[config.mk]
export PLATFORM = sky130hd
export DESIGN_NAME = reg_file
export DESIGN_NICKNAME = d
export VERILOG_FILES = /design/src/verilog/rv_pkg.sv /design/src/verilog/reg_file.sv
export SDC_FILE = /design/constraint.sdc
export NUM_CORES = 2
export LEC_CHECK = 0
export BUFFER_PORTS_ARGS = -buffer_cell sky130_fd_sc_hd__buf_2
export CAP_MARGIN = 20
export CORE_MARGIN = 2
export CORE_UTILIZATION = 35
export DETAILED_ROUTE_END_ITERATION = 12
export PLACE_DENSITY = 0.58
export REMOVE_ABC_BUFFERS = 1
export SLEW_MARGIN = 10
export SYNTH_ARGS = -nofsm -noshare
export SYNTH_HDL_FRONTEND = slang
export SYNTH_SLANG_ARGS = --single-unit
export TNS_END_PERCENT = 10
[constraint.sdc]
create_clock -name clk -period 6.1 [get_ports clk]
set_clock_uncertainty 0.15 [all_clocks]
set_input_delay 0.61 -clock clk [delete_from_list [all_inputs] [get_ports clk]]
set_output_delay 0.61 -clock clk [all_outputs]
set_load 0.005 [all_outputs]
[src/verilog/rv_pkg.sv]
// shared widths, ALU and operand-select enums, pipeline structs for the integer slice
`default_nettype none

package rv_pkg;

    localparam int xlen      = 64;   // data width
    localparam int nreg      = 32;   // architectural registers
    localparam int reg_idx_w = 5;    // register index width

    // ALU operation, shared by the 64-bit and word forms
    typedef enum logic [3:0] {
        alu_add,
        alu_sub,
        alu_sll,
        alu_slt,
        alu_sltu,
        alu_xor,
        alu_srl,
        alu_sra,
        alu_or,
        alu_and
    } alu_mode_e;

    typedef enum logic [1:0] {
        a_sel_rs1,
        a_sel_pc,    // auipc
        a_sel_zero   // lui
    } a_sel_e;

    typedef enum logic [1:0] {
        b_sel_rs2,
        b_sel_imm,
        b_sel_shamt  // immediate shifts
    } b_sel_e;

    typedef enum logic [1:0] {
        sys_none,
        sys_ecall,
        sys_ebreak,
        sys_mret
    } sys_e;

    // instruction as presented by fetch
    typedef struct packed {
        logic [xlen-1:0] pc;
        logic [31:0]     inst;
    } fetch_t;

    typedef struct packed {
        alu_mode_e            alu_mode;
        a_sel_e               a_sel;
        b_sel_e               b_sel;
        logic                 word_op;    // 32-bit op, result sign-extended
        logic [xlen-1:0]      imm;
        logic [5:0]           shamt;
        logic [reg_idx_w-1:0] rd;
        logic [reg_idx_w-1:0] rs1;
        logic [reg_idx_w-1:0] rs2;
        logic                 writes_rd;
        sys_e                 sys;
        logic                 illegal;
    } dec_t;

    // decode to execute bundle
    typedef struct packed {
        logic                 valid;
        logic [xlen-1:0]      pc;
        logic [reg_idx_w-1:0] rd;
        logic [xlen-1:0]      a;
        logic [xlen-1:0]      b;
        alu_mode_e            alu_mode;
        logic                 word_op;
        logic                 writes_rd;
        sys_e                 sys;
        logic                 illegal;
    } exec_t;

    typedef struct packed {
        logic                 en;
        logic [reg_idx_w-1:0] addr;
        logic [xlen-1:0]      data;
    } wb_t;

    // one record per retired instruction
    typedef struct packed {
        logic                 valid;
        logic [xlen-1:0]      pc;
        logic [reg_idx_w-1:0] rd;
        logic                 wen;
        logic [xlen-1:0]      value;
        sys_e                 sys;
        logic                 illegal;
    } retire_t;

endpackage

`default_nettype wire
[src/verilog/reg_file.sv]
// 32 x 64-bit integer register file, two async read ports, one sync write port
`timescale 1ns/1ps
`default_nettype none

module reg_file
    import rv_pkg::*;
(
    input  logic                 clk,
    input  logic                 rst,
    input  logic [reg_idx_w-1:0] rs1_addr,
    input  logic [reg_idx_w-1:0] rs2_addr,
    input  wb_t                  wb,
    output logic [xlen-1:0]      rs1_data,
    output logic [xlen-1:0]      rs2_data
);

    logic [xlen-1:0] regs [nreg];

    always_ff @(posedge clk) begin
        if (rst) begin
            for (int i = 0; i < nreg; i++) begin
                regs[i] <= '0;
            end
        end else if (wb.en && wb.addr != '0) begin
            regs[wb.addr] <= wb.data;
        end
    end

    // x0 is hardwired
    assign rs1_data = (rs1_addr == '0) ? '0 : regs[rs1_addr];
    assign rs2_data = (rs2_addr == '0) ? '0 : regs[rs2_addr];

    // decode drops writes to x0, so none should arrive here
    no_x0_write: assert property (@(posedge clk) disable iff (rst)
        wb.en |-> wb.addr != '0)
        else $error("write-back to x0 requested");

endmodule

`default_nettype wire

==> summary.txt <==
Die
  – Die Wd: 560 um
  – Num rows: 204
  – Core area: 308000 sq um
  – Top Ports: 210
  – Die height: 560 um
  – Die Footprint: 314000 sq um
  – Initial Utilization: 35.1%

STA
  – Fmax: 209 MHz
  – Slew headroom: 14.5%
  – Final Max Tran Viols: 0
  – Fin crit share: 78.5%
  – Hold_ws: 0.140 ns
  – # setup viols final: 0
  – Final worst setup slack: 1.31 ns
  – Least-Margin Pin Slew: 1.28 ns
  – Hold Vio Cnt, Final: 0
  – RSZ-0062 raised after global routing: no
  – Final setup TNS: 0 ns
  – Post-layout min period: 4.79 ns

Global route
  – First-pass GRT wire length: 571000 um
  – Initial antenna violation count: 71
  – Total GRT Usage: 26.0%
  – Vias in the first global route: 69.4k
  – GRT overflow: 0
  – Pin count of the biggest net entering global routing: 89

Routing
  – DRC violations left: 0
  – Metal-1 WL: 154000 um
  – DRT Pass-1 Iters: 8
  – Top Layer Used: met5
  – Antenna-violating nets left: 0
  – Routed length on met2: 194000 um
  – Post-Route WL: 416000 um
  – Initial DRC Count: 11.5k
  – Metal3 WL: 45000 um
  – Wirelength per Cell: 36.7 um
  – Via/cell ratio: 6.16
  – Via count: 69.8k

Synthesis
  – Distinct cells, synth: 44
  – YS warnings: 0
  – Post-synthesis sequential area ratio: 56.8%
  – Post-synth EDFFs: 2048
  – Synthesized area: 108000 sq um
  – Most used DFF post-synth: edfxtp_1
  – Asr flop ratio synth: 0%
  – Post-synthesis register bit count: 2048
  – Mean post-synth cell area: 15.3 sq um
  – Mapped Cells: 7055

Cells and area
  – Max FFs per register: 2048
  – Commonest non-fill, non-tap cell in the layout: edfxtp_1
  – Commonest cells after routing, fill and taps aside: edfxtp_1, and2_1, mux4_2
  – Nets@finish: 7081
  – Most flops, register: regs
  – Layout cells sized above 1: 26.0%
  – Syn-to-layout area delta: 12.0%
  – Registers with the most flip-flops: regs (2048)

Critical path
  – Startpoint Class: input port
  – Setup CP Type: in2out
  – CP Max Fanout: 35
  – Critical Path RT: 5.34 ns
  – Critical path endpoint category: output pin
  – Worst endpoint data arrival time: 4.03 ns

Place
  – Port bufs: 209
  – Place WS: 1.51 ns
  – Hpwl dp: 234000 um
  – GPL Wtd Cong: 0.836

Clock network
  – CTS Hold Bufs: 1
  – Clock Tree Root: clkbuf_16
  – # clock sinks: 2048
  – CTS tree: yes
  – Clk slew on worst S/H paths: 0.06 ns
  – Post-CTS setup buffer count: 0
  – Post-CTS sizing: 0
  – Htree depth: 4
  – Clock buffer depth: 4
  – Cts bufs inserted: 224

Power
  – Sw Ratio: 25.6%
  – Proportion of power drawn by flip-flops and latches: 48.7%
  – Pint: 0.0255 W
  – Clk pwr share: 39.0%
  – Combinational power share: 12.3%
  – PD cells: 282 nW/um^2
  – P_sw: 0.00876 W
  – Worst vdd ir: 0.000268 V
  – Leakage power total: 41.6 nW

Hold path
  – Worst Hold Class: in2reg
  – Hold endpoint: regs[20][48]
  – Hold Path Origin: wb[48]
  – Hold path depth: 2

Job
  – Max cap viols: 0

Outcome
  – Status: finished, final reports clean
==> per-stage QoR <==
step / cell area [sq um] / util [%] / cells / power, W
after floorplan: 105000 / - / 6328 / 0.0188
after global placement: 114000 / 37.0 / 10900 / 0.0210
after detailed placement: 114000 / 37.0 / 10900 / 0.0211
after CTS: 121000 / 39.3 / 11300 / 0.0342
after global routing: 121000 / 39.3 / 11300 / 0.0350
final: 121000 / 39.3 / 11300 / 0.0342
==> layer usage <==
layer / track usage, % / vias to the layer above
met2: 41.5 / 4917
met3: 5.24 / 1100
li1: - / 27200
met5: 0 / -
met4: 12.8 / 14
met1: 33.8 / 36600
==> Yosys cell counts (all sizes together), types with 35 or more instances <==
cell type | n | area, sq um
edfxtp | 2048 | 61500
and2 | 1986 | 12400
mux4 | 906 | 20400
clkbuf | 576 | 2160
mux2i | 363 | 3630
buf | 214 | 1260
mux2 | 122 | 1370
nand2 | 108 | 405
o22ai | 100 | 626
a22oi | 74 | 556
a221oi | 58 | 508
nor2 | 57 | 214
o221ai | 54 | 473
a21oi | 49 | 245
a21o | 42 | 315
or2 | 35 | 219
==> final cells by class <==
type / count / area, sq um
Fill cell: 28400 / 187000
Sequential cell: 2048 / 61500
Multi-Input combinational cell: 4278 / 44000
Clock buffer: 272 / 5850
Tap cell: 4120 / 5150
Timing Repair Buffer: 445 / 3530
Clock inverter: 122 / 1070
Antenna cell: 51 / 128
Inverter: 2 / 8.76
==> kinds of logic after synthesis <==
group / after synthesis / share of synthesized area [%]
and+or+nand+nor: 2284 / 12.8
DFF: 2048 / 56.8
muxes: 1391 / 23.5
buffers and inverters: 792 / 3.17
AOI/OAI and AO/OA: 539 / 3.75
other: 1 / 0.00346
==> worst max-delay path by stage <==
stage	slack, ns	depth (start not counted)	start	end
3_5_place_dp	1.51	8	rs1_addr[0]	rs1_data[13]
5_1_grt	1.42	8	rs1_addr[0]	rs1_data[13]
6_report	1.31	7	rs1_addr[2]	rs1_data[6]
3_3_place_gp	1.42	8	rs1_addr[1]	rs1_data[56]
4_1_cts	1.51	8	rs1_addr[0]	rs1_data[13]
2_1_floorplan	1.69	5	rs2_addr[4]	rs2_data[0]
==> critical path: stages <==
cell and delay [ns]:
buf_6 0.49, buf_4 0.70, nand2b_4 0.74, buf_4 0.55, o22ai_1 0.49, a21o_1 0.21, buf_2 0.14
==> power groups by stage <==
stage,clock [W],sequential (W),combinational [W]
after CTS,0.0134,0.0166,0.00419
after floorplan,0,0.0168,0.00203
after detailed placement,0,0.0169,0.00418
final,0.0133,0.0167,0.00422
after global routing,0.0139,0.0167,0.00436
after global placement,0,0.0169,0.00417
Power figures use the tool's default switching activity.
