[config.mk]
export PLATFORM = sky130hd
export DESIGN_NAME = decode_stage
export DESIGN_NICKNAME = d
export VERILOG_FILES = /design/src/verilog/rv_pkg.sv /design/src/verilog/decode_stage.sv /design/src/verilog/inst_decoder.sv
export SDC_FILE = /design/constraint.sdc
export NUM_CORES = 1
export LEC_CHECK = 0
export ABC_AREA = 1
export BUFFER_PORTS_ARGS = -buffer_cell sky130_fd_sc_hd__buf_2
export CAP_MARGIN = 10
export CORE_AREA = 2 2 172 174
export CTS_CLUSTER_SIZE = 8
export DETAILED_ROUTE_END_ITERATION = 16
export DIE_AREA = 0 0 174 176
export GPL_ROUTABILITY_DRIVEN = 0
export PLACE_DENSITY_LB_ADDON = 0.1
export SYNTH_ARGS = -nofsm -noshare
export SYNTH_HDL_FRONTEND = slang
export SYNTH_HIERARCHICAL = 1
export SYNTH_SLANG_ARGS = --single-unit
export TNS_END_PERCENT = 20
[constraint.sdc]
create_clock -name clk -period 8.9 [get_ports clk]
set_clock_uncertainty 0.1 [all_clocks]
set_input_delay 1.78 -clock clk [delete_from_list [all_inputs] [get_ports clk]]
set_output_delay 1.78 -clock clk [all_outputs]
set_load 0.02 [all_outputs]
[src/verilog/rv_pkg.sv]
// shared widths, ALU and operand-select enums, pipeline structs for the integer slice
`default_nettype none

package rv_pkg;

    localparam int xlen      = 64;   // data width
    localparam int nreg      = 32;   // architectural registers
    localparam int reg_idx_w = 5;    // register index width

    // ALU operation, shared by the 64-bit and word forms
    typedef enum logic [3:0] {
        alu_add,
        alu_sub,
        alu_sll,
        alu_slt,
        alu_sltu,
        alu_xor,
        alu_srl,
        alu_sra,
        alu_or,
        alu_and
    } alu_mode_e;

    typedef enum logic [1:0] {
        a_sel_rs1,
        a_sel_pc,    // auipc
        a_sel_zero   // lui
    } a_sel_e;

    typedef enum logic [1:0] {
        b_sel_rs2,
        b_sel_imm,
        b_sel_shamt  // immediate shifts
    } b_sel_e;

    typedef enum logic [1:0] {
        sys_none,
        sys_ecall,
        sys_ebreak,
        sys_mret
    } sys_e;

    // instruction as presented by fetch
    typedef struct packed {
        logic [xlen-1:0] pc;
        logic [31:0]     inst;
    } fetch_t;

    typedef struct packed {
        alu_mode_e            alu_mode;
        a_sel_e               a_sel;
        b_sel_e               b_sel;
        logic                 word_op;    // 32-bit op, result sign-extended
        logic [xlen-1:0]      imm;
        logic [5:0]           shamt;
        logic [reg_idx_w-1:0] rd;
        logic [reg_idx_w-1:0] rs1;
        logic [reg_idx_w-1:0] rs2;
        logic                 writes_rd;
        sys_e                 sys;
        logic                 illegal;
    } dec_t;

    // decode to execute bundle
    typedef struct packed {
        logic                 valid;
        logic [xlen-1:0]      pc;
        logic [reg_idx_w-1:0] rd;
        logic [xlen-1:0]      a;
        logic [xlen-1:0]      b;
        alu_mode_e            alu_mode;
        logic                 word_op;
        logic                 writes_rd;
        sys_e                 sys;
        logic                 illegal;
    } exec_t;

    typedef struct packed {
        logic                 en;
        logic [reg_idx_w-1:0] addr;
        logic [xlen-1:0]      data;
    } wb_t;

    // one record per retired instruction
    typedef struct packed {
        logic                 valid;
        logic [xlen-1:0]      pc;
        logic [reg_idx_w-1:0] rd;
        logic                 wen;
        logic [xlen-1:0]      value;
        sys_e                 sys;
        logic                 illegal;
    } retire_t;

endpackage

`default_nettype wire
[src/verilog/decode_stage.sv]
// decode stage: fetch register, decoder, operand muxing and execute bundle
`timescale 1ns/1ps
`default_nettype none

module decode_stage
    import rv_pkg::*;
(
    input  logic                 clk,
    input  logic                 rst,
    input  logic                 in_valid,
    input  fetch_t               in_fetch,
    input  logic [xlen-1:0]      rs1_data,
    input  logic [xlen-1:0]      rs2_data,
    output logic [reg_idx_w-1:0] rs1_addr,
    output logic [reg_idx_w-1:0] rs2_addr,
    output exec_t                exec
);

    logic            valid_q;
    fetch_t          fetch_q;
    dec_t            dec;
    logic [xlen-1:0] opnd_a;
    logic [xlen-1:0] opnd_b;

    always_ff @(posedge clk) begin
        if (rst) begin
            valid_q <= 1'b0;
        end else begin
            valid_q <= in_valid;
        end
    end

    always_ff @(posedge clk) begin
        if (in_valid) begin
            fetch_q <= in_fetch;   // held over idle cycles
        end
    end

    inst_decoder u_decoder (
        .inst (fetch_q.inst),
        .dec  (dec)
    );

    assign rs1_addr = dec.rs1;
    assign rs2_addr = dec.rs2;

    always_comb begin
        case (dec.a_sel)
            a_sel_pc:   opnd_a = fetch_q.pc;
            a_sel_zero: opnd_a = '0;
            default:    opnd_a = rs1_data;
        endcase

        case (dec.b_sel)
            b_sel_imm:   opnd_b = dec.imm;
            b_sel_shamt: opnd_b = {{(xlen-6){1'b0}}, dec.shamt};
            default:     opnd_b = rs2_data;
        endcase
    end

    always_comb begin
        exec.valid     = valid_q;
        exec.pc        = fetch_q.pc;
        exec.rd        = dec.rd;
        exec.a         = opnd_a;
        exec.b         = opnd_b;
        exec.alu_mode  = dec.alu_mode;
        exec.word_op   = dec.word_op;
        exec.writes_rd = valid_q & dec.writes_rd;   // no side effects from bubbles
        exec.sys       = valid_q ? dec.sys : sys_none;
        exec.illegal   = valid_q & dec.illegal;
    end

    // an unsupported encoding must never reach the register file
    illegal_no_write: assert property (@(posedge clk) disable iff (rst)
        exec.illegal |-> !exec.writes_rd)
        else $error("illegal instruction marked as writing rd");

endmodule

`default_nettype wire

[src/verilog/inst_decoder.sv]
// combinational RV64I decoder for the integer subset, immediates and control fields
`timescale 1ns/1ps
`default_nettype none

module inst_decoder
    import rv_pkg::*;
(
    input  logic [31:0] inst,
    output dec_t        dec
);

    logic [6:0]      opcode;
    logic [2:0]      funct3;
    logic [6:0]      funct7;
    logic [xlen-1:0] imm_i;
    logic [xlen-1:0] imm_u;
    logic            legal;
    logic            rd_write;   // instruction class writes rd

    assign opcode = inst[6:0];
    assign funct3 = inst[14:12];
    assign funct7 = inst[31:25];

    assign imm_i = {{(xlen-12){inst[31]}}, inst[31:20]};
    assign imm_u = {{(xlen-32){inst[31]}}, inst[31:12], 12'b0};

    always_comb begin
        dec           = '0;
        dec.alu_mode  = alu_add;
        dec.a_sel     = a_sel_rs1;
        dec.b_sel     = b_sel_rs2;
        dec.sys       = sys_none;
        dec.rd        = inst[11:7];
        dec.rs1       = inst[19:15];
        dec.rs2       = inst[24:20];
        dec.shamt     = inst[25:20];
        dec.imm       = imm_i;
        legal         = 1'b1;
        rd_write      = 1'b1;

        case (opcode)
            7'b0110011: begin   // op
                case ({funct7, funct3})
                    10'b0000000_000: dec.alu_mode = alu_add;
                    10'b0100000_000: dec.alu_mode = alu_sub;
                    10'b0000000_001: dec.alu_mode = alu_sll;
                    10'b0000000_010: dec.alu_mode = alu_slt;
                    10'b0000000_011: dec.alu_mode = alu_sltu;
                    10'b0000000_100: dec.alu_mode = alu_xor;
                    10'b0000000_101: dec.alu_mode = alu_srl;
                    10'b0100000_101: dec.alu_mode = alu_sra;
                    10'b0000000_110: dec.alu_mode = alu_or;
                    10'b0000000_111: dec.alu_mode = alu_and;
                    default:         legal = 1'b0;   // mul/div land here
                endcase
            end
            7'b0111011: begin   // op-32
                dec.word_op = 1'b1;
                case ({funct7, funct3})
                    10'b0000000_000: dec.alu_mode = alu_add;
                    10'b0100000_000: dec.alu_mode = alu_sub;
                    10'b0000000_001: dec.alu_mode = alu_sll;
                    10'b0000000_101: dec.alu_mode = alu_srl;
                    10'b0100000_101: dec.alu_mode = alu_sra;
                    default:         legal = 1'b0;
                endcase
            end
            7'b0010011: begin   // op-imm
                dec.b_sel = b_sel_imm;
                case (funct3)
                    3'b000: dec.alu_mode = alu_add;
                    3'b010: dec.alu_mode = alu_slt;
                    3'b011: dec.alu_mode = alu_sltu;
                    3'b100: dec.alu_mode = alu_xor;
                    3'b110: dec.alu_mode = alu_or;
                    3'b111: dec.alu_mode = alu_and;
                    3'b001: begin
                        dec.b_sel    = b_sel_shamt;
                        dec.alu_mode = alu_sll;
                        legal        = (inst[31:26] == 6'b000000);
                    end
                    default: begin   // srli / srai, 6-bit shamt
                        dec.b_sel    = b_sel_shamt;
                        dec.alu_mode = inst[30] ? alu_sra : alu_srl;
                        legal        = ({inst[31], inst[29:26]} == 5'b00000);
                    end
                endcase
            end
            7'b0011011: begin   // op-imm-32
                dec.word_op = 1'b1;
                dec.b_sel   = b_sel_shamt;
                case ({funct7, funct3})
                    10'b0000000_001: dec.alu_mode = alu_sll;
                    10'b0000000_101: dec.alu_mode = alu_srl;
                    10'b0100000_101: dec.alu_mode = alu_sra;
                    default: begin
                        dec.b_sel = b_sel_imm;   // addiw
                        legal     = (funct3 == 3'b000);
                    end
                endcase
            end
            7'b0110111: begin   // lui
                dec.a_sel = a_sel_zero;
                dec.b_sel = b_sel_imm;
                dec.imm   = imm_u;
            end
            7'b0010111: begin   // auipc
                dec.a_sel = a_sel_pc;
                dec.b_sel = b_sel_imm;
                dec.imm   = imm_u;
            end
            7'b1110011: begin   // system, exact encodings only
                rd_write = 1'b0;
                case (inst)
                    32'h0000_0073: dec.sys = sys_ecall;
                    32'h0010_0073: dec.sys = sys_ebreak;
                    32'h3020_0073: dec.sys = sys_mret;
                    default:       legal = 1'b0;   // csr ops
                endcase
            end
            default: legal = 1'b0;   // branches, jumps, loads, stores
        endcase

        dec.illegal   = ~legal;
        dec.writes_rd = legal & rd_write & (inst[11:7] != '0);
    end

endmodule

`default_nettype wire

==> qor.yml, run 1 <==
place:
  io_buffers: 443
  dpl_cell_area_um2: 8360
  dp_hpwl_um: 20800
timing:
  holdWs_ps: 1480
  fin_crit_sh_pct: 65.8
  rsz0062_at_grt: "no"
  slew_violations: 0
  finalHoldViolations: 0
  tns_ps: 0
  relSlewSlack_pct: 31.6
  setup_violations: 0
  clock.fmax_mhz: 171
  fin_crit_ps: 5860
  worst_pin_slew_ps: 1030
pwr:
  peakVddDrop_v: 0.000122
  power_density_nw_per_um2: 145
  p_sw_share_pct: 33.0
  seqPwrFrac_pct: 45.2
  p_leak_nw: 4.56
  intPower_mw: 0.842
  p_switching_mw: 0.415
  p_clk_share_pct: 30.6
  comb_power_share_pct: 24.2
cells_and_area:
  layout.nets: 1402
  fin_util_pct: 30.4
  final_area_um2: 8680
  synthToLayoutAreaGrowth_pct: 25.3
  drive_gt1_share_pct: 42.7
synthesis:
  synth_cell_type_count: 34
  syn_avg_cell_area_um2: 7.93
  ys.flop_type: "edfxtp_1"
  synth-compound-area-share_pct: 2.85
  ys_ff_latch: 97
  synthMuxAreaShare_pct: 0
  synth.largest_area_cell: "edfxtp_1"
  ys_async_sr_fraction_pct: 0
  synth_fa_ha_area_share_pct: 0.542
  yosysTopAreaCellShare_pct: 41.6
  synth_edf_count: 96
  synth.cell_area_um2: 6930
  yosysSeqAreaShare_pct: 41.9
  synth_top_family_by_area: "simple AND/OR/NAND/NOR gates"
  yosys-top-cells-area: "edfxtp_1 (42%), nand2_1 (17%), buf_4 (14%)"
  yosys.area_share.simple_pct: 33.1
  synth.net_count: 1104
  yosysMostFrequentCell: "nand2_1"
  syn-instance-count: 874
  ys_warn_count: 6
  ys_top_cells_by_count: "nand2_1 (321), nand3_1 (138), buf_4 (131)"
  synth-xor-area-share_pct: 0
status:
  status: "finished clean"
setup_path:
  setup.worst_path.start: "fetch_q[31]"
  critPathMaxFanout: 65
  critPathKind: "reg -> out"
  worstSetupEndpointType: "output pin"
  cp.arrival_ps: 3980
  cp.required_ps: 7020
  critPathLaunchType: "register"
drt:
  drc_errors: 0
  ant_nets: 0
  vias_per_cell: 4.20
  drt_iter0_drc: 275
  num_vias: 6588
  wl_per_cell_um: 17.2
  dr.pass1.iters: 4
  drt_wl_total_um: 26900
worst_hold_path:
  holdPathEnd: "valid_q"
  hold_path.class: "in -> reg"
  holdCritStartpoint: "rst"
  whs_path_depth: 2
clock_tree:
  cts_buffer_depth: 2
  cts_tree: "built"
  htreeDepth: 3
  clkSlewWorstSetupHoldPaths_ps: 70
  cts_buffers: 9
  cts_root_buffer: "clkbuf_16"
  cts.repair.resized: 0
  ctsHoldBuffers: 0
  post_cts_buffers: 0
  cts.sinks: 97
floorplanning:
  rows: 62
  die_x_um: 174
  die_h_um: 176
  die_area_um2: 30600
  core_area_um2: 28500
  initial_core_util_pct: 24.3
  ios: 444
global_route:
  overflow: 0
  grt_pass1_wl_um: 39200
  grt_pass1_vias: 6680
  grt_antenna_before_repair: 10
  grtUsageTotal_pct: 16.8
  grt_max_degree: 66
run:
  cap_violations: 0
-- sequential cells by signal, indices dropped and copies added, names as in the netlist --
name,cells
exec,64
fetch_q,32
valid_q,1
-- layout by cell type, fill, tap and decap left out, types with 2 or more instances in the layout --
cell type and instances:
o21ai_0 20, buf_4 7, nand4_1 5, clkinv_1 2
inv_2 9, nor2_1 38, clkbuf_16 9, nor2_4 4
ha_2 3, nor3_2 2, nand3_2 2, buf_2 442
nand2_1 321, edfxtp_1 96, clkinv_4 2, nand2_2 5
diode_2 9, and2_1 3, nand3_1 138, o211ai_1 3
nor2_2 10, inv_6 2, nor3_1 2, inv_1 37
a21oi_1 2
-- through the flow --
stage	instances	worst slack (ps)	power, mW
after CTS	1560	3030	1.28
final	1570	3040	1.26
after floorplan	874	4570	0.793
after detailed placement	1544	3420	0.885
after global routing	1567	2680	1.32
after global placement	1544	3360	0.887
-- cells by family after synthesis --
group,after synthesis
buf+inv,209
flops,97
simple gates,532
compound gates,33
fa+ha+maj,3
-- power by group through the flow --
stage,Combinational [mW],Clock [mW],Sequential (mW)
final,0.304,0.384,0.568
after detailed placement,0.306,0,0.580
after global placement,0.308,0,0.579
after global routing,0.330,0.415,0.573
after floorplan,0.221,0,0.572
after CTS,0.307,0.402,0.569
-- worst max-delay path by stage --
stage / end / cells after the start
final: exec[29] / 16
after global routing: exec[22] / 16
after CTS: exec[29] / 16
after detailed placement: exec[29] / 16
after global placement: exec[29] / 16
after floorplan: exec[24] / 14
-- layout make-up --
cell class	instances	area (um2)
multi-input cells	568	2540
inverters	46	173
diodes	9	22.5
well taps	384	480
fillers	3233	19900
repair buffers	450	2280
clock inverters	7	53.8
clock buffers	9	225
flip-flops and latches	97	2900
-- routing by layer --
layer  GRT usage (%)  wire (um)  vias to the layer above
li1                -          -                     3335
met1            18.3      10400                     2952
met2            29.2      13500                      273
met3            6.85       2550                       26
met4            6.37        473                        2
met5               0         13                        -
-- worst max-delay path, stage by stage, from the launching register on --
cell and delay (ps):
edfxtp_1 350, buf_4 260, nor2_2 180, inv_1 80, nor2_4 190, nand3_1 130, nand2_2 90, inv_1 60
nand2_1 50, nand3_1 90, inv_1 90, ha_2 260, buf_4 300, inv_2 810, nand3_1 220, nand2_1 160
buf_2 170
Power figures use the tool's default switching activity.
==> inputs of run 2 (changes only) <==
- clock period: 8.9 -> 5.6 ns (I/O delays scaled with it)
==> run 2 against run 1 <==
  * Routed wire length fell by 0.91%
  * Critical path depth fell by 1
  * Utilization fell by 0.10 points
  * Highest routed layer unchanged
==> qor.yml, run 2 (same netlist as run 1, synthesis figures left out) <==
clock_tree:
  cts_tree: "built"
  htreeDepth: 3  # unchanged
  cts_buffer_depth: 2  # unchanged
  cts_buffers: 9  # unchanged
  clkSlewWorstSetupHoldPaths_ps: 70  # about the same
  post_cts_buffers: 0  # unchanged
  ctsHoldBuffers: 0  # unchanged
  cts.repair.resized: 0  # unchanged
  cts_root_buffer: "clkbuf_16"
  cts.sinks: 97  # unchanged
worst_hold_path:
  hold_path.class: "in -> reg"
drt:
  drt_iter0_drc: 300  # +9.1%
  drc_errors: 0  # unchanged
  num_vias: 6618  # +0.46%
  wl_per_cell_um: 17.0  # -0.78%
  drt_wl_total_um: 26700  # -0.91%
  vias_per_cell: 4.22  # +0.58%
  ant_nets: 0  # unchanged
  dr.pass1.iters: 7  # +3
timing:
  tns_ps: 0  # unchanged
  worst_pin_slew_ps: 1200  # +175 ps
  clock.fmax_mhz: 214
  fin_crit_sh_pct: 83.6
  relSlewSlack_pct: 19.9  # -12 points
  setup_violations: 0  # unchanged
  rsz0062_at_grt: "no"
  slew_violations: 0  # unchanged
  finalHoldViolations: 0  # unchanged
  fin_crit_ps: 4680
global_route:
  grt_max_degree: 65  # -1.5%
  grt_pass1_vias: 6785  # +1.6%
  grt_antenna_before_repair: 12  # +2
  grt_pass1_wl_um: 39300  # +0.16%
  grtUsageTotal_pct: 16.8  # +0.047 points
  overflow: 0  # unchanged
pwr:
  seqPwrFrac_pct: 45.8  # +0.6 points
  p_leak_nw: 4.54  # -0.51%
  p_switching_mw: 0.640  # +54%
  intPower_mw: 1.33  # +59%
  power_density_nw_per_um2: 228  # +58%
  p_sw_share_pct: 32.4  # -0.60 points
  p_total_mw: 1.97  # +57%
  comb_power_share_pct: 24.4  # +0.2 points
  peakVddDrop_v: 0.000129  # +5.4%
  p_clk_share_pct: 29.8  # -0.8 points
floorplanning:
  core_area_um2: 28500  # unchanged
  die_h_um: 176  # unchanged
  die_area_um2: 30600  # unchanged
  ios: 444  # unchanged
  die_x_um: 174  # unchanged
  initial_core_util_pct: 24.3  # unchanged
  rows: 62  # unchanged
cells_and_area:
  mostFrequentLayoutCells: "buf_2 (442), nand2_1 (321), nand3_1 (138), edfxtp_1 (96), nor2_1 (38)"
  largest_register_ffs: 64  # unchanged
  final_common_cell: "buf_2"
  drive_gt1_share_pct: 42.7  # -0.049 points
  final_area_um2: 8650  # -0.33%
  fin_cells: 1568  # -0.13%
  fillers: 3213  # -0.62%
  layout.nets: 1401  # -0.071%
  seq_area_um2: 2900  # unchanged
  multi_input_area_um2: 2540  # unchanged
  synthToLayoutAreaGrowth_pct: 24.9
setup_path:
  cp.required_ps: 4380  # -2640 ps
  critPathKind: "reg -> out"
  critPathMaxFanout: 64  # -1.5%
  cp.arrival_ps: 3460  # -520 ps
  critPathLaunchType: "register"
  worstSetupEndpointType: "output pin"
place:
  dp.cells: 1544  # unchanged
  dp_hpwl_um: 21100  # +1.6%
  dpl_cell_area_um2: 8360  # unchanged
  io_buffers: 443  # unchanged
status:
  status: "finished clean"
run:
  cap_violations: 0  # unchanged
run 2: final timing paths:
kind,startpoint,end,slack (ps),depth (start not counted)
worst max-delay path,fetch_q[31],exec[27],920,15
worst min-delay path,rst,valid_q,820,2
run 2: critical path, stage by stage, from the launching register on:
cell,delay [ps]
edfxtp_1,350
buf_4,250
nor2_2,190
inv_1,80
nor2_4,190
nand3_1,140
nand2_2,90
inv_1,60
nand2_1,60
nand3_1,90
inv_1,80
ha_2,270
inv_2,700
nand3_1,200
nand2_1,160
buf_2,170
run 2: final cells by class:
type / instances / area share [%]
sequential: 97 / 33.6
multi-input combinational: 568 / 29.3
timing repair buffer: 449 / 26.2
tap: 384 / 5.55
clock buffer: 11 / 2.69
inverter: 46 / 2.00
clock inverter: 5 / 0.463
antenna: 8 / 0.231
run 2: power by group through the flow:
stage	clock network (mW)	registers (mW)	logic, mW
floorplan	0	0.910	0.351
global placement	0	0.921	0.491
detailed placement	0	0.921	0.489
CTS	0.615	0.905	0.490
global route	0.642	0.913	0.525
finish	0.589	0.904	0.482
run 2: metal layers:
metal	wire length [um]	global-route usage, %	vias to the layer above
met4	455	4.94	4
met1	9970	18.0	2981
met2	13600	30.5	274
met5	23	0	-
li1	-	-	3336
met3	2590	6.74	23
run 2: metrics by stage:
stage / util (%) / setup slack, ps / hold slack [ps]
after detailed placement: 29.3 / 1210 / 1180
after global placement: 29.3 / 1230 / 1180
after CTS: 30.2 / 830 / 803
after global routing: 30.3 / 542 / 811
after floorplan: - / 1930 / 1090
final: 30.3 / 917 / 825
==> inputs of run 3 (changes only) <==
- clock period: 5.6 -> 4.75 ns (I/O delays scaled with it)
==> run 3 against run 2 <==
  * Utilization grew 0.32 points
  * Sequential share of layout area fell by 0.35 points
  * Total power is 20% higher
  * Via count rose by 1.6%
  * Critical path depth shrank 6
  * Cell area is 1.0% higher
  * First-iteration DRC count shrank 12%
  * Sequential cell count stayed put
  * Worst hold slack got worse by 180 ps
  * Critical path type unchanged
  * Critical endpoint is now exec[134]
  * Largest power group unchanged
==> qor.yml, run 3 (same netlist as run 1, synthesis figures left out) <==
status:
  status: "finished clean"
setup_path:
  cp.arrival_ps: 3070  # -390 ps
  cp_num_buf_inv: 3  # -3
  crit_family: "simple AND/OR/NAND/NOR gates"
  critPathMaxFanout: 38  # -41%
  slowest_delay_ps: 530  # -170 ps
  crit_slowest_cell: "inv_2"
  critPathLaunchType: "register"
  cp.required_ps: 3700  # -680 ps
  worstSetupEndpointType: "output pin"
  path_cells: "nor3_2 > nand2_2 > nor2_1 > ha_2 > inv_2 > buf_12 > nand3_1 > nand2_1 > buf_2"
  critPathKind: "reg -> out"
clock_tree:
  cts_root_buffer: "clkbuf_16"
  cts_tree: "built"
  htreeDepth: 3  # unchanged
  post_cts_buffers: 0  # unchanged
  cts.repair.resized: 0  # unchanged
  cts_buffer_depth: 2  # unchanged
  clkSlewWorstSetupHoldPaths_ps: 80  # about the same
  cts.sinks: 97  # unchanged
  cts_buffers: 9  # unchanged
  ctsHoldBuffers: 0  # unchanged
cells_and_area:
  layout.nets: 1406  # +0.36%
  final_common_cell: "buf_2"
  mostFrequentLayoutCells: "buf_2 (442), nand2_1 (321), nand3_1 (138), edfxtp_1 (96), nor2_1 (38)"
  largest_register_ffs: 64  # unchanged
  fillers: 3215  # +0.062%
  synthToLayoutAreaGrowth_pct: 26.2
  drive_gt1_share_pct: 43.0  # +0.33 points
timing:
  clock.fmax_mhz: 242
  setup_violations: 0  # unchanged
  fin_crit_ps: 4120
  finalHoldViolations: 0  # unchanged
  slew_violations: 0  # unchanged
  relSlewSlack_pct: 51.2  # +31 points
  holdWs_ps: 649  # -176 ps
  fin_crit_sh_pct: 86.8
  tns_ps: 0  # unchanged
  rsz0062_at_grt: "no"
  worst_pin_slew_ps: 731  # -470 ps
global_route:
  grt_antenna_before_repair: 10  # -2
  overflow: 0  # unchanged
  grt_pass1_vias: 6921  # +2.0%
  grt_max_degree: 65  # unchanged
  grt_pass1_wl_um: 40300  # +2.5%
  grtUsageTotal_pct: 17.3  # +0.48 points
floorplanning:
  rows: 62  # unchanged
  die_x_um: 174  # unchanged
  die_h_um: 176  # unchanged
  core_area_um2: 28500  # unchanged
  die_area_um2: 30600  # unchanged
  ios: 444  # unchanged
  initial_core_util_pct: 24.3  # unchanged
pwr:
  peakVddDrop_v: 0.000141  # +9.8%
  power_density_nw_per_um2: 272  # +19%
  p_switching_mw: 0.788  # +23%
  p_clk_share_pct: 30.9  # +1.1 points
  comb_power_share_pct: 24.1  # -0.3 points
  p_sw_share_pct: 33.2  # +0.74 points
  seqPwrFrac_pct: 44.9  # -0.9 points
  intPower_mw: 1.59  # +19%
  p_leak_nw: 4.59  # +1.3%
drt:
  dr.pass1.iters: 6  # -1
  drt_wl_total_um: 27100  # +1.7%
  drt_iter0_drc: 263  # -12%
  num_vias: 6724  # +1.6%
  wl_per_cell_um: 17.2  # +1.4%
  drc_errors: 0  # unchanged
  ant_nets: 0  # unchanged
  vias_per_cell: 4.27  # +1.3%
worst_hold_path:
  hold_path.class: "in -> reg"
run:
  cap_violations: 0  # unchanged
place:
  io_buffers: 443  # unchanged
  dp_hpwl_um: 21900  # +3.9%
## run 3: changes by cell type in the layout (fill, tap and decap cells not counted), sizes merged
cell      previous run  this run
buf                449       454
clkinvlp             3         0
inv                 47        50
clkbuf              11        10
clkinv               1         2
## run 3: path summary, 6_finish.rpt
path              startpoint         to  cells past startpoint  slack (ps)
hold / removal           rst    valid_q                      2         650
setup / recovery  fetch_q[3]  exec[134]                      9         630
## run 3: power by group through the flow
stage	clock network (mW)	logic [mW]	registers, mW
floorplan	0	0.414	1.07
global placement	0	0.583	1.09
detailed placement	0	0.579	1.09
CTS	0.764	0.580	1.07
global route	0.784	0.626	1.08
finish	0.735	0.573	1.07
## run 3: metrics by stage
stage	cells	cell area [um2]	worst slack [ps]	util, %	total power, mW
5_1_grt	1570	8730	301	30.6	2.49
4_1_cts	1565	8720	600	30.5	2.41
6_report	1573	8740	625	30.6	2.38
3_5_place_dp	1549	8430	1000	29.5	1.67
3_3_place_gp	1549	8430	984	29.5	1.67
2_1_floorplan	874	6930	1250	-	1.49
## run 3: per-layer routing
layer	wire length (um)	part of all wire (%)	global-route usage [%]	up-vias
met4	715	2.6	6.62	2
li1	-	-	-	3340
met5	12	0.044	0	-
met2	13800	51	31.1	294
met1	10400	38	18.9	3054
met3	2220	8.2	5.68	34
## run 3: cell type report
cell class	count	area (um2)	share of cell area [%]
Clock buffer	10	229	2.62
Sequential cell	97	2900	33.2
Tap cell	384	480	5.50
Multi-Input combinational cell	568	2540	29.0
Clock inverter	6	58.8	0.673
Antenna cell	8	20.0	0.229
Inverter	46	173	1.98
Timing Repair Buffer	454	2340	26.8
